`src/design/lsu_defs.svh`:
```
/* lsu width definitions
   word, byte-lane and in-word offset widths shared by the load/store unit */
`ifndef LSU_DEFS_SVH
`define LSU_DEFS_SVH

// address and data word width
`define LSU_ADDR_W 32

// byte lanes per bus word
`define LSU_BE_W 4

// byte offset inside one word
`define LSU_OFF_W 2

`endif

```
`src/design/lsu_pkg.sv`:
```
/* lsu shared types
   word, byte-enable, offset and access-size types of the load/store unit */
`include "lsu_defs.svh"

package lsu_pkg;

  // one address or one data word
  typedef logic [`LSU_ADDR_W-1:0] lsu_word_t;

  // one enable bit per byte lane
  typedef logic [`LSU_BE_W-1:0] lsu_be_t;

  // byte position inside a word
  typedef logic [`LSU_OFF_W-1:0] lsu_offset_t;

  // access size as given by the execute stage
  // the unused code 2'b11 behaves as a byte access
  typedef enum logic [1:0] {
    SIZE_WORD = 2'b00,
    SIZE_HALF = 2'b01,
    SIZE_BYTE = 2'b10
  } lsu_size_e;

endpackage

```
`src/design/lsu_load_align.sv`:
```
/* lsu load alignment
   keeps the control of the load in flight and the first part of a split
   load, realigns the bus word and zero- or sign-extends it */
`timescale 1ns/1ns
`include "lsu_defs.svh"

module lsu_load_align (
  input  logic                 clk_i,
  input  logic                 rst_ni,
  input  logic                 ctrl_update_i,
  input  logic                 rdata_update_i,
  input  logic                 lsu_sign_ext_i,
  input  lsu_pkg::lsu_size_e   lsu_type_i,
  input  lsu_pkg::lsu_offset_t offset_i,
  input  lsu_pkg::lsu_word_t   data_rdata_i,
  output lsu_pkg::lsu_word_t   lsu_rdata_o
);
  import lsu_pkg::*;

  lsu_size_e   type_q;
  lsu_offset_t offset_q;
  logic        sign_ext_q;

  // upper three bytes of the first part
  logic [`LSU_ADDR_W-1:8]   rdata_q;
  logic [2*`LSU_ADDR_W-9:0] join_span;
  logic [2*`LSU_ADDR_W-9:0] join_shift;
  lsu_word_t                joined;
  lsu_word_t                shifted;
  logic [15:0]              half_val;
  logic [7:0]               byte_val;

  //////////////////////////////////////////////////
  // access registers
  //////////////////////////////////////////////////

  always_ff @(posedge clk_i or negedge rst_ni) begin
    if (!rst_ni) begin
      type_q     <= SIZE_WORD;
      offset_q   <= '0;
      sign_ext_q <= 1'b0;
    end else if (ctrl_update_i) begin
      type_q     <= lsu_type_i;
      offset_q   <= offset_i;
      sign_ext_q <= lsu_sign_ext_i;
    end
  end

  // first-part data of a split load
  always_ff @(posedge clk_i) begin
    if (rdata_update_i) begin
      rdata_q <= data_rdata_i[`LSU_ADDR_W-1:8];
    end
  end

  //////////////////////////////////////////////////
  // realignment
  //////////////////////////////////////////////////

  // second word above the saved bytes, lowest saved byte is lane 1
  assign join_span  = {data_rdata_i, rdata_q};
  // skip the saved bytes below the offset
  assign join_shift = join_span >> {offset_q - 2'd1, 3'b000};
  assign joined     = join_shift[`LSU_ADDR_W-1:0];

  // single-word access, bytes from the offset moved down to lane 0
  assign shifted = data_rdata_i >> {offset_q, 3'b000};

  // only a half-word at offset 3 spans two words
  assign half_val = (offset_q == 2'b11) ? joined[15:0] : shifted[15:0];
  assign byte_val = shifted[7:0];

  //////////////////////////////////////////////////
  // size select and extension
  //////////////////////////////////////////////////

  always_comb begin
    case (type_q)
      SIZE_WORD: begin
        // aligned word comes straight from the bus
        lsu_rdata_o = (offset_q == 2'b00) ? data_rdata_i : joined;
      end
      SIZE_HALF: begin
        lsu_rdata_o = {{16{sign_ext_q & half_val[15]}}, half_val};
      end
      // byte and the unused size code
      default: begin
        lsu_rdata_o = {{24{sign_ext_q & byte_val[7]}}, byte_val};
      end
    endcase
  end

endmodule

```
`src/design/lsu_sequencer.sv`:
```
/* lsu access sequencer
   FSM that issues bus requests, splits misaligned accesses into two
   word requests, tracks bus errors and holds the last issued address */
`timescale 1ns/1ns
`include "lsu_defs.svh"

module lsu_sequencer (
  input  logic               clk_i,
  input  logic               rst_ni,
  input  logic               lsu_req_i,
  input  logic               lsu_we_i,
  input  lsu_pkg::lsu_size_e lsu_type_i,
  input  lsu_pkg::lsu_word_t addr_i,
  input  logic               data_gnt_i,
  input  logic               data_rvalid_i,
  input  logic               data_err_i,
  output logic               data_req_o,
  output logic               addr_incr_req_o,
  output logic               lsu_req_done_o,
  output logic               lsu_resp_valid_o,
  output logic               lsu_rdata_valid_o,
  output logic               load_err_o,
  output logic               store_err_o,
  output logic               load_o,
  output logic               busy_o,
  output logic               ctrl_update_o,
  output logic               rdata_update_o,
  output logic               handle_misaligned_o,
  output lsu_pkg::lsu_word_t addr_last_o
);
  import lsu_pkg::*;

  typedef enum logic [2:0] {
    IDLE,
    WAIT_GNT_MIS,
    WAIT_RVALID_MIS,
    WAIT_GNT,
    WAIT_RVALID_MIS_GNTS_DONE
  } ls_state_e;

  ls_state_e   state_q, state_d;
  lsu_offset_t offset;
  logic        split_access;
  logic        handle_mis_q, handle_mis_d;
  logic        err_q, err_d;
  logic        we_q;
  logic        addr_update;
  logic        ctrl_update;
  logic        rdata_update;
  logic        resp_err;
  lsu_word_t   addr_last_q;

  assign offset = addr_i[`LSU_OFF_W-1:0];

  // word at any nonzero offset or half-word at offset 3 crosses a word
  assign split_access = ((lsu_type_i == SIZE_WORD) && (offset != 2'b00)) ||
                        ((lsu_type_i == SIZE_HALF) && (offset == 2'b11));

  //////////////////////////////////////////////////
  // access FSM
  //////////////////////////////////////////////////

  always_comb begin
    state_d         = state_q;
    handle_mis_d    = handle_mis_q;
    err_d           = err_q;
    data_req_o      = 1'b0;
    addr_incr_req_o = 1'b0;
    addr_update     = 1'b0;
    ctrl_update     = 1'b0;
    rdata_update    = 1'b0;

    case (state_q)
      IDLE: begin
        if (lsu_req_i) begin
          // request goes out in the same cycle
          data_req_o = 1'b1;
          err_d      = 1'b0;
          if (data_gnt_i) begin
            ctrl_update  = 1'b1;
            addr_update  = 1'b1;
            handle_mis_d = split_access;
            state_d      = split_access ? WAIT_RVALID_MIS : IDLE;
          end else begin
            state_d = split_access ? WAIT_GNT_MIS : WAIT_GNT;
          end
        end
      end

      WAIT_GNT_MIS: begin
        // first part still held under back-pressure
        data_req_o = 1'b1;
        if (data_gnt_i) begin
          ctrl_update  = 1'b1;
          addr_update  = 1'b1;
          handle_mis_d = 1'b1;
          state_d      = WAIT_RVALID_MIS;
        end
      end

      WAIT_RVALID_MIS: begin
        // second part out, core supplies the next word address
        data_req_o      = 1'b1;
        addr_incr_req_o = 1'b1;
        if (data_rvalid_i) begin
          err_d        = data_err_i;
          rdata_update = ~we_q;
          // keep the first failing address for the trap value
          addr_update  = data_gnt_i & ~data_err_i;
          handle_mis_d = ~data_gnt_i;
          state_d      = data_gnt_i ? IDLE : WAIT_GNT;
        end else if (data_gnt_i) begin
          handle_mis_d = 1'b0;
          state_d      = WAIT_RVALID_MIS_GNTS_DONE;
        end
      end

      WAIT_GNT: begin
        // aligned request or second part of a split one
        data_req_o      = 1'b1;
        addr_incr_req_o = handle_mis_q;
        if (data_gnt_i) begin
          // second part keeps the size and offset of the first
          ctrl_update  = ~handle_mis_q;
          addr_update  = ~err_q;
          handle_mis_d = 1'b0;
          state_d      = IDLE;
        end
      end

      WAIT_RVALID_MIS_GNTS_DONE: begin
        // both grants taken, waiting on the first response
        addr_incr_req_o = 1'b1;
        if (data_rvalid_i) begin
          err_d        = data_err_i;
          addr_update  = ~data_err_i;
          rdata_update = ~we_q;
          state_d      = IDLE;
        end
      end

      default: begin
        state_d = IDLE;
      end
    endcase
  end

  // last grant of the access taken this cycle
  assign lsu_req_done_o = data_req_o & data_gnt_i &
                          ((state_d == IDLE) | (state_d == WAIT_RVALID_MIS_GNTS_DONE));

  always_ff @(posedge clk_i or negedge rst_ni) begin
    if (!rst_ni) begin
      state_q      <= IDLE;
      handle_mis_q <= 1'b0;
      err_q        <= 1'b0;
    end else begin
      state_q      <= state_d;
      handle_mis_q <= handle_mis_d;
      err_q        <= err_d;
    end
  end

  // store flag of the access in flight
  always_ff @(posedge clk_i or negedge rst_ni) begin
    if (!rst_ni) begin
      we_q <= 1'b0;
    end else if (ctrl_update) begin
      we_q <= lsu_we_i;
    end
  end

  // address of the last granted part
  always_ff @(posedge clk_i or negedge rst_ni) begin
    if (!rst_ni) begin
      addr_last_q <= '0;
    end else if (addr_update) begin
      addr_last_q <= addr_i;
    end
  end

  //////////////////////////////////////////////////
  // responses to the core
  //////////////////////////////////////////////////

  // final response only arrives back in idle
  assign lsu_resp_valid_o  = data_rvalid_i & (state_q == IDLE);
  assign resp_err          = err_q | data_err_i;
  assign lsu_rdata_valid_o = lsu_resp_valid_o & ~resp_err & ~we_q;
  assign load_err_o        = lsu_resp_valid_o & resp_err & ~we_q;
  assign store_err_o       = lsu_resp_valid_o & resp_err & we_q;

  assign load_o              = ~we_q;
  assign busy_o              = (state_q != IDLE);
  assign ctrl_update_o       = ctrl_update;
  assign rdata_update_o      = rdata_update;
  assign handle_misaligned_o = handle_mis_q;
  assign addr_last_o         = addr_last_q;

endmodule

```
`src/design/lsu_store_align.sv`:
```
/* lsu store alignment
   byte-enable generation and write-data lane rotation for stores */
`timescale 1ns/1ns
`include "lsu_defs.svh"

module lsu_store_align (
  input  lsu_pkg::lsu_size_e  lsu_type_i,
  input  lsu_pkg::lsu_offset_t offset_i,
  input  logic                handle_misaligned_i,
  input  lsu_pkg::lsu_word_t  lsu_wdata_i,
  output lsu_pkg::lsu_be_t    data_be_o,
  output lsu_pkg::lsu_word_t  data_wdata_o
);
  import lsu_pkg::*;

  lsu_be_t                  size_mask;
  logic [2*`LSU_BE_W-1:0]   be_span;
  logic [2*`LSU_ADDR_W-1:0] wdata_span;

  //////////////////////////////////////////////////
  // byte enables
  //////////////////////////////////////////////////

  // lanes covered by the access when it starts at lane 0
  always_comb begin
    case (lsu_type_i)
      SIZE_WORD: size_mask = 4'b1111;
      SIZE_HALF: size_mask = 4'b0011;
      // byte and the unused size code
      default:   size_mask = 4'b0001;
    endcase
  end

  // shift over two words so lanes past lane 3 land in the upper half
  assign be_span = {{`LSU_BE_W{1'b0}}, size_mask} << offset_i;

  // first part takes the lanes from the offset upward
  // second part takes the wrapped low lanes
  assign data_be_o = handle_misaligned_i ? be_span[2*`LSU_BE_W-1:`LSU_BE_W]
                                         : be_span[`LSU_BE_W-1:0];

  //////////////////////////////////////////////////
  // write data
  //////////////////////////////////////////////////

  // rotate left by offset bytes, store byte k goes to lane (offset + k) mod 4
  // the same rotation serves both parts of a split store
  assign wdata_span = {lsu_wdata_i, lsu_wdata_i} << {offset_i, 3'b000};

  // upper word of the doubled span holds the rotated data
  assign data_wdata_o = wdata_span[2*`LSU_ADDR_W-1:`LSU_ADDR_W];

endmodule

```
`src/design/lsu_top.sv`:
```
/* load/store unit top level
   joins the sequencer and the store and load aligners to the core and
   the request/grant/rvalid data bus */
`timescale 1ns/1ns
`include "lsu_defs.svh"

module lsu_top (
  input  logic               clk_i,
  input  logic               rst_ni,
  // core side
  input  logic               lsu_req_i,
  input  logic               lsu_we_i,
  input  lsu_pkg::lsu_size_e lsu_type_i,
  input  lsu_pkg::lsu_word_t lsu_wdata_i,
  input  logic               lsu_sign_ext_i,
  input  lsu_pkg::lsu_word_t adder_result_ex_i,
  output lsu_pkg::lsu_word_t lsu_rdata_o,
  output logic               lsu_rdata_valid_o,
  output logic               lsu_resp_valid_o,
  output logic               lsu_req_done_o,
  output logic               addr_incr_req_o,
  output lsu_pkg::lsu_word_t addr_last_o,
  output logic               load_err_o,
  output logic               store_err_o,
  output logic               load_o,
  output logic               busy_o,
  // data bus
  output logic               data_req_o,
  output lsu_pkg::lsu_word_t data_addr_o,
  output logic               data_we_o,
  output lsu_pkg::lsu_be_t   data_be_o,
  output lsu_pkg::lsu_word_t data_wdata_o,
  input  logic               data_gnt_i,
  input  logic               data_rvalid_i,
  input  logic               data_err_i,
  input  lsu_pkg::lsu_word_t data_rdata_i
);
  import lsu_pkg::*;

  logic        ctrl_update;
  logic        rdata_update;
  logic        handle_misaligned;
  // core gives addr_last + 4 for a second part, so the offset stays put
  lsu_offset_t offset;

  assign offset      = adder_result_ex_i[`LSU_OFF_W-1:0];
  // bus only sees word addresses
  assign data_addr_o = {adder_result_ex_i[`LSU_ADDR_W-1:`LSU_OFF_W], {`LSU_OFF_W{1'b0}}};
  assign data_we_o   = lsu_we_i;

  lsu_sequencer u_sequencer (
    .clk_i               (clk_i),
    .rst_ni              (rst_ni),
    .lsu_req_i           (lsu_req_i),
    .lsu_we_i            (lsu_we_i),
    .lsu_type_i          (lsu_type_i),
    .addr_i              (adder_result_ex_i),
    .data_gnt_i          (data_gnt_i),
    .data_rvalid_i       (data_rvalid_i),
    .data_err_i          (data_err_i),
    .data_req_o          (data_req_o),
    .addr_incr_req_o     (addr_incr_req_o),
    .lsu_req_done_o      (lsu_req_done_o),
    .lsu_resp_valid_o    (lsu_resp_valid_o),
    .lsu_rdata_valid_o   (lsu_rdata_valid_o),
    .load_err_o          (load_err_o),
    .store_err_o         (store_err_o),
    .load_o              (load_o),
    .busy_o              (busy_o),
    .ctrl_update_o       (ctrl_update),
    .rdata_update_o      (rdata_update),
    .handle_misaligned_o (handle_misaligned),
    .addr_last_o         (addr_last_o)
  );

  // store lanes
  lsu_store_align u_store_align (
    .lsu_type_i          (lsu_type_i),
    .offset_i            (offset),
    .handle_misaligned_i (handle_misaligned),
    .lsu_wdata_i         (lsu_wdata_i),
    .data_be_o           (data_be_o),
    .data_wdata_o        (data_wdata_o)
  );

  // load realignment
  lsu_load_align u_load_align (
    .clk_i          (clk_i),
    .rst_ni         (rst_ni),
    .ctrl_update_i  (ctrl_update),
    .rdata_update_i (rdata_update),
    .lsu_sign_ext_i (lsu_sign_ext_i),
    .lsu_type_i     (lsu_type_i),
    .offset_i       (offset),
    .data_rdata_i   (data_rdata_i),
    .lsu_rdata_o    (lsu_rdata_o)
  );

endmodule

```
`config.mk`:
```
export PLATFORM = sky130hd
export DESIGN_NAME = lsu_top
export DESIGN_NICKNAME = d
export VERILOG_FILES = /design/src/design/lsu_pkg.sv /design/src/design/lsu_load_align.sv /design/src/design/lsu_sequencer.sv /design/src/design/lsu_store_align.sv /design/src/design/lsu_top.sv
export VERILOG_INCLUDE_DIRS = /design/src /design/src/design
export SDC_FILE = /design/constraint.sdc
export NUM_CORES = 1
export LEC_CHECK = 0
export ABC_AREA = 0
export BUFFER_PORTS_ARGS = -buffer_cell sky130_fd_sc_hd__buf_2
export CAP_MARGIN = 20
export CORE_ASPECT_RATIO = 0.8
export CORE_MARGIN = 2
export CORE_UTILIZATION = 51
export DETAILED_ROUTE_END_ITERATION = 16
export GPL_TIMING_DRIVEN = 0
export PLACE_DENSITY = 0.85
export SETUP_SLACK_MARGIN = 0.3
export SYNTH_ARGS = -nofsm -noshare
export SYNTH_HDL_FRONTEND = slang
export SYNTH_SLANG_ARGS = --single-unit
```
`constraint.sdc`:
```
create_clock -name clk_i -period 5.5 [get_ports clk_i]
set_input_delay 1.1 -clock clk_i [delete_from_list [all_inputs] [get_ports clk_i]]
set_output_delay 1.1 -clock clk_i [all_outputs]
set_load 0.005 [all_outputs]
```
; ---- Word level (Yosys, flattened, before mapping)
; Cells that the tools add are included.
[word_totals]
register_bits = 67
latch_bits = 0
ramBits = 0
romBits = 0
in_bits = 106
out_inout_bits = 142
memories = 0
[classes]
addsub = 1
mul = 0
n_div = 0
n_lt_le_gt_ge = 0
eq_ne = 13
shifts = 4
muxes = 38
bitwise_logic = 19
reduce_logical = 16
[op_table]
columns = operator, n
row1 = case mux 32 bit (2 select lines), 1
row2 = left shift 64 x 5 -> 64 bit, 1
row3 = right shift 56 x 5 -> 32 bit, 1
row4 = two-way mux 32 bit, 1
row5 = right shift 32 x 5 -> 16 bit, 1
row6 = two-way mux 3 bit, 7
row7 = two-way mux 1 bit, 16
row8 = two-way mux 16 bit, 1
row9 = case mux 3 bit (5 select lines), 1
row10 = AND 1 bit, 11
row11 = case mux 4 bit (2 select lines), 1
row12 = left shift 4 x 2 -> 8 bit, 1
row13 = == test 3 x 2 -> 1 bit (second input constant), 2
row14 = == test 3 bit (second input constant), 2
row15 = logical NOT 2 bit, 3
row16 = logical NOT 3 bit, 2
row17 = two-way mux 2 bit, 3
row18 = != test 2 bit (second input constant), 3
row19 = NOT 1 bit, 6
row20 = case mux 1 bit (2 select lines), 3
row21 = case mux 1 bit (5 select lines), 1
row22 = == test 2 x 1 -> 1 bit (second input constant), 2
row23 = == test 2 bit (second input constant), 2
row24 = two-way mux 4 bit, 1
row25 = 15 further kinds, 18

; ---- Logic depth before layout (Yosys ltp)
[depth]
depth_word = 10
depth_mapped = 12
depth_no_buf = 6

; ---- By module
; From an unflattened synthesis, not the netlist that was laid out.
[hier_totals]
hier_cells = 518
area_unflattened_um2 = 5810.6
[by_module_without_submodules]
columns = mod, instances, cells_per_inst, area_each_um2
row1 = lsu_load_align, 1, 295, 2869.0
row2 = lsu_sequencer, 1, 130, 1795.5
row3 = lsu_store_align, 1, 59, 894.6
row4 = lsu_top, 1, 34, 251.5

; ---- Least setup slack after synthesis
; No wires, ideal clock.
[synth_timing]
kind = register to output
startpoint = reg u_load_align.offset_q[0]
endpoint = out lsu_rdata_o[21]
arrival_time_ns = 2.679
t_required_ns = 4.400
path_slack_ns = 1.721
stages_incl_launch_ff = 11
cell_sequence = dfrtp_1 > buf_4 > buf_2 > clkinv_1 > buf_1 > ha_1 > buf_4 > buf_2 > mux2_2 > a222oi_1 > o21ai_0
[synth_between]
elab_chain_len = 5
elab_cells_between_ends = 10
classes_between = 1 x add/sub / 1 x eq/ne / 2 x shift / 3 x mux / 2 x bitwise / 1 x reduce/logical
[synth_lines]
columns = element, line_no
row1 = from (decl), lsu_load_align.sv:21  ; lsu_offset_t offset_q;
row2 = from (signal assigned), lsu_load_align.sv:44  ; offset_q <= offset_i;
row3 = subtractor 2 x 1 -> 2 bit, lsu_load_align.sv:63  ; assign join_shift = join_span >> {offset_q - 2'd1, 3'b000};
row4 = right shift 56 x 5 -> 32 bit, lsu_load_align.sv:63
row5 = two-way mux 16 bit, lsu_load_align.sv:70  ; assign half_val = (offset_q == 2'b11) ? joined[15:0] : shifted[15:0];
row6 = AND 1 bit, lsu_load_align.sv:84  ; lsu_rdata_o = {{16{sign_ext_q & half_val[15]}}, half_val};
row7 = case mux 32 bit (2 select lines) (*), lsu_load_align.sv:78  ; case (type_q)
row8 = to (decl), lsu_top.sv:17  ; output lsu_pkg::lsu_word_t lsu_rdata_o,
; Mark *: on every way between the ends. The rest lies on a longest branch, timed or not.

; ---- Worst setup path in the final report
[layout_timing]
startpoint = reg u_load_align.offset_q[0]
endpoint = out lsu_rdata_o[10]
[layout_between]
elab_chain_len = 4
elab_cells_between_ends = 9
classes_between = 1 x add/sub / 1 x eq/ne / 2 x shift / 3 x mux / 1 x bitwise / 1 x reduce/logical
[layout_lines]
columns = element, line_no
row1 = subtractor 2 x 1 -> 2 bit, lsu_load_align.sv:63
row2 = right shift 56 x 5 -> 32 bit, lsu_load_align.sv:63
row3 = two-way mux 16 bit or two-way mux 32 bit (tied branches), "lsu_load_align.sv:70, lsu_load_align.sv:81"
row4 = case mux 32 bit (2 select lines) (*), lsu_load_align.sv:78
; Marked as above.

==> run summary <==
- **result of the run** finished, final reports clean
- **global route overflow** 0
- **crit-path most repeated cell** buf_2
- **cell types with the highest counts after synthesis** mux2i_1, mux4_2, dfrtp_1, mux2_2, buf_4
- **critical path endpoint category** primary output
- **number of DRC violations after detailed routing** 0
- **CTS tree** yes
- **Vert. Die Dim** 98.3 um
- **maximum clock frequency** 0.200 GHz
- **die outline area** 12000 um2
- **combinational share of power** 0.639
- **unrepaired setup endpoints after global routing** no
- **Area contributors post-synth** dfrtp_1, mux4_2, edfxtp_1, mux2_2, mux2i_1
- **sequential share of the synthesized area** 0.317
- **Seq cells post-synth** 67
- **Crit Reg-Reg Endpoint** u_load_align.rdata_q[9]$_DFFE_PP_
- **final hold violation count** 0
- **Layout Area Growth over Synthesis** 30.3%
- **placeable core area** 10800 um2
- **type of the worst min-delay path** reg -> reg
- **Final Util** 0.681
- **library cell occupying the most area in the post-synthesis netlist** dfrtp_1
- **pin count of the biggest net entering global routing** 44
- **Arrival @ worst endpoint** 3.91 ns
- **number of slew-limit violations in the final report** 0
- **post-synth design cell area** 5660 um2
- **Top delay family on crit path** buffers and inverters
- **endpoints failing setup** 0
- **clk_lat worst skew** 0.34 ns
- **CTS clock-pin slew for the worst setup and hold paths** 0.06 ns
- **Setup TNS Final** 0 ns
- **warning count from the yosys run** 0
- **cell chain of the critical path** buf_4, buf_2, clkinv_1, clkbuf_2, ha_1, buf_4, buf_2, mux2i_1, mux2i_1, a221oi_1, o21ai_0, buf_2
- **number of synthesized flops with an enable pin** 24
- **worst flop-to-flop path startpoint** u_sequencer.state_q[1]$_DFF_PN0_
- **Seq. cell area** 1800 um2
- **headroom to the max-slew limit** 0.361
- **classification of the worst setup path** reg -> out
- **flip-flop cell with the highest count after synthesis** dfrtp_1
- **synthesized area per cell** 11.3 um2
- **net switching fraction of the power** 0.432
- **internal power consumption** 2.12 mW
- **Cell Pwr Density** 505 nW/um2
- **CP Buf/Inv Count** 7
- **slowest stage cell on the critical path** ha_1
- **buffer depth of the longest clock path** 2
- **min-delay src** u_sequencer.addr_last_o[0]$_DFFE_PN0P_
- **vias in the first global route** 5697
- **most instantiated library cell after synthesis** mux2i_1
- **clock root buffer** clkbuf_16
- **FFs w/ async S/R, synth** 0.642
- **depth of the worst hold-timing path** 1
- **number of hold buffers added after cts** 0
- **Iter 0 DRT Violations** 815
- **Setup WS pre-CTS** 0.909 ns
- **period utilisation layout** 0.911
- **length in cells of the worst reg-to-reg path** 5
- **count of nets after finishing** 865
- **I/O pin total** 248
- **cells after synthesis** 500
- **post-CTS setup repair buffer count** 0
- **HPWL after detailed placement** 14400 um
- **Final WS setup** 0.489 ns
- **layout cells sized above 1** 0.544
- **final setup skew** 0.00806 ns
- **initial antenna violation count** 0
- **Via-to-Cell Ratio** 6.37
- **sequential share of power** 0.207
- **highest ir drop seen on vdd** 0.288 mV
- **TritonCTS Sinks** 67
- **number of vias in the routed layout** 5765
- **Initial Util** 0.522
- **delay of the slowest cell on the worst path** 0.45 ns
- **Static Leak** 3.38 nW
- **first-pass GRT wire length** 29900 um
- **clock group share of total power** 0.154
- **DRT antenna net count** 0
- **fraction of synthesized cell area taken by the top area cell type** 0.190
- **Tot GR Track Use** 0.320
- **switching power of the nets** 1.61 mW
- **detailed-route wire length per cell** 21.4 um
- **number of rows in the core area** 34
- **count of max-cap constraint violations** 0
- **power consumption** 3.73 mW
- **area taken by multi-input logic gates** 3340 um2
- **weighted congestion at the end of routability-driven global placement** 0.962
- **required time at the endpoint of the critical path** 4.40 ns
- **Min Clock Period, post-route** 5.01 ns
- **Clock H-tree levels** 3
- **count of fill cells added during filler insertion** 845
- **number of clock buffers inserted by TritonCTS** 9
- **Horiz. Die Dim** 122 um
- **total iterations of the first detailed-routing run** 12
- **hold path endpoint** u_sequencer.addr_last_o[0]$_DFFE_PN0P_
- **worst-path maximum fanout** 10
- **transition at the pin with the smallest max-transition slack** 0.958 ns
- **minimum setup slack among reg-to-reg paths** 3.06 ns
- **Synth cell types** 51
- **Setup crit start kind** flop
- **Detailed Route WL** 19400 um
- **total of buffers placed on input and output ports** 244
- **instance count after placement with tap cells included** 890
- **antenna cells** 0
- **number of standard cells in the layout, taps in and fillers out** 905
==> flip-flops by register name, indices dropped and copies added (netlist names) <==
name and count:
u_load_align.offset_q 2, u_load_align.rdata_q 24, u_load_align.sign_ext_q 1, u_load_align.type_q 2, u_sequencer.addr_last_o 32, u_sequencer.err_q 1, u_sequencer.handle_misaligned_o 1, u_sequencer.state_q 3
u_sequencer.we_q 1
==> worst register-to-register path, stage by stage, from the launching register on <==
cell and delay [ns]:
dfrtp_1 0.44, clkbuf_1 0.36, nor2b_1 0.27, o21ai_0 0.18
nor2_2 0.64, buf_8 0.25
==> power groups by stage <==
stage	Sequential [mW]	Combinational, mW	Clock (mW)
after floorplan	0.771	1.47	0
after global placement	0.767	2.26	0
after detailed placement	0.776	2.31	0
after CTS	0.772	2.32	0.584
after global routing	0.793	2.52	0.606
final	0.773	2.38	0.575
==> cells in the final DEF, fill, tap and decap left out, drive strengths merged, types with 4 or more instances in the layout <==
cell type | netlist | layout
a21oi | 18 | 18
a221oi | 14 | 14
a22o | 7 | 7
a22oi | 6 | 6
a31oi | 4 | 4
a32oi | 4 | 4
buf | 59 | 302
clkbuf | 15 | 26
clkinv | 1 | 5
dfrtp | 43 | 43
edfxtp | 24 | 24
inv | 16 | 17
mux2 | 44 | 44
mux2i | 47 | 47
mux4 | 47 | 47
nand2 | 12 | 12
nand2b | 9 | 9
nor2 | 26 | 26
nor2b | 13 | 13
nor3 | 4 | 4
o211ai | 6 | 6
o21ai | 30 | 30
o21bai | 7 | 7
o2bb2ai | 8 | 8
==> cells by family (layout without fill, tap and decap cells) <==
logic type                 after synthesis  after routing  synth area share
adders and majority gates                2              2           0.00442
buffers and inverters                   91            351            0.0939
muxes                                  138            138             0.359
and+or+nand+nor                         78             78            0.0698
other                                    1              2          0.000662
AOI/OAI and AO/OA                      123            123             0.155
DFF                                     67             67             0.317
==> stage by stage <==
stage                     instance area (um2)  hold slack (ns)
final                                    7380            0.492
after global routing                     7380            0.506
after CTS                                7380            0.493
after detailed placement                 7090            0.477
after global placement                   7070            0.469
after floorplan                          5670            0.483
==> how the worst max path moves through the flow <==
stage                                                    start         endpoint  slack, ns  depth (start not counted)
after global routing      u_load_align.offset_q[0]$_DFFE_PN0P_   lsu_rdata_o[9]       0.33                         12
final                     u_load_align.offset_q[0]$_DFFE_PN0P_  lsu_rdata_o[10]       0.49                         12
after floorplan           u_load_align.offset_q[0]$_DFFE_PN0P_  lsu_rdata_o[21]       1.72                         10
after detailed placement  u_load_align.offset_q[0]$_DFFE_PN0P_   lsu_rdata_o[9]       0.91                         12
after CTS                 u_load_align.offset_q[0]$_DFFE_PN0P_  lsu_rdata_o[10]       0.51                         12
after global placement    u_load_align.offset_q[0]$_DFFE_PN0P_   lsu_rdata_o[9]       0.96                         12
==> timing repair <==
action,4_1_cts,5_1_grt
setup endpoints to repair,0,3
resized for setup,0,2
hold endpoints to repair,0,0
==> per-layer routing <==
metal	global-route usage	wire, um	vias to the layer above
met5	0	0	-
met4	0.115	480	0
met3	0.0888	2350	73
met2	0.522	9420	478
met1	0.410	7110	2773
li1	-	-	2441
==> final cells by class <==
type                       instances  share of cell area
multi-input combinational        343               0.453
sequential                        67               0.243
timing repair buffer             245               0.167
buffer                            74              0.0639
clock buffer                       9              0.0305
tap                              144              0.0244
clock inverter                     6             0.00898
inverter                          17             0.00864
No activity file was read; power rests on OpenSTA's default activity.
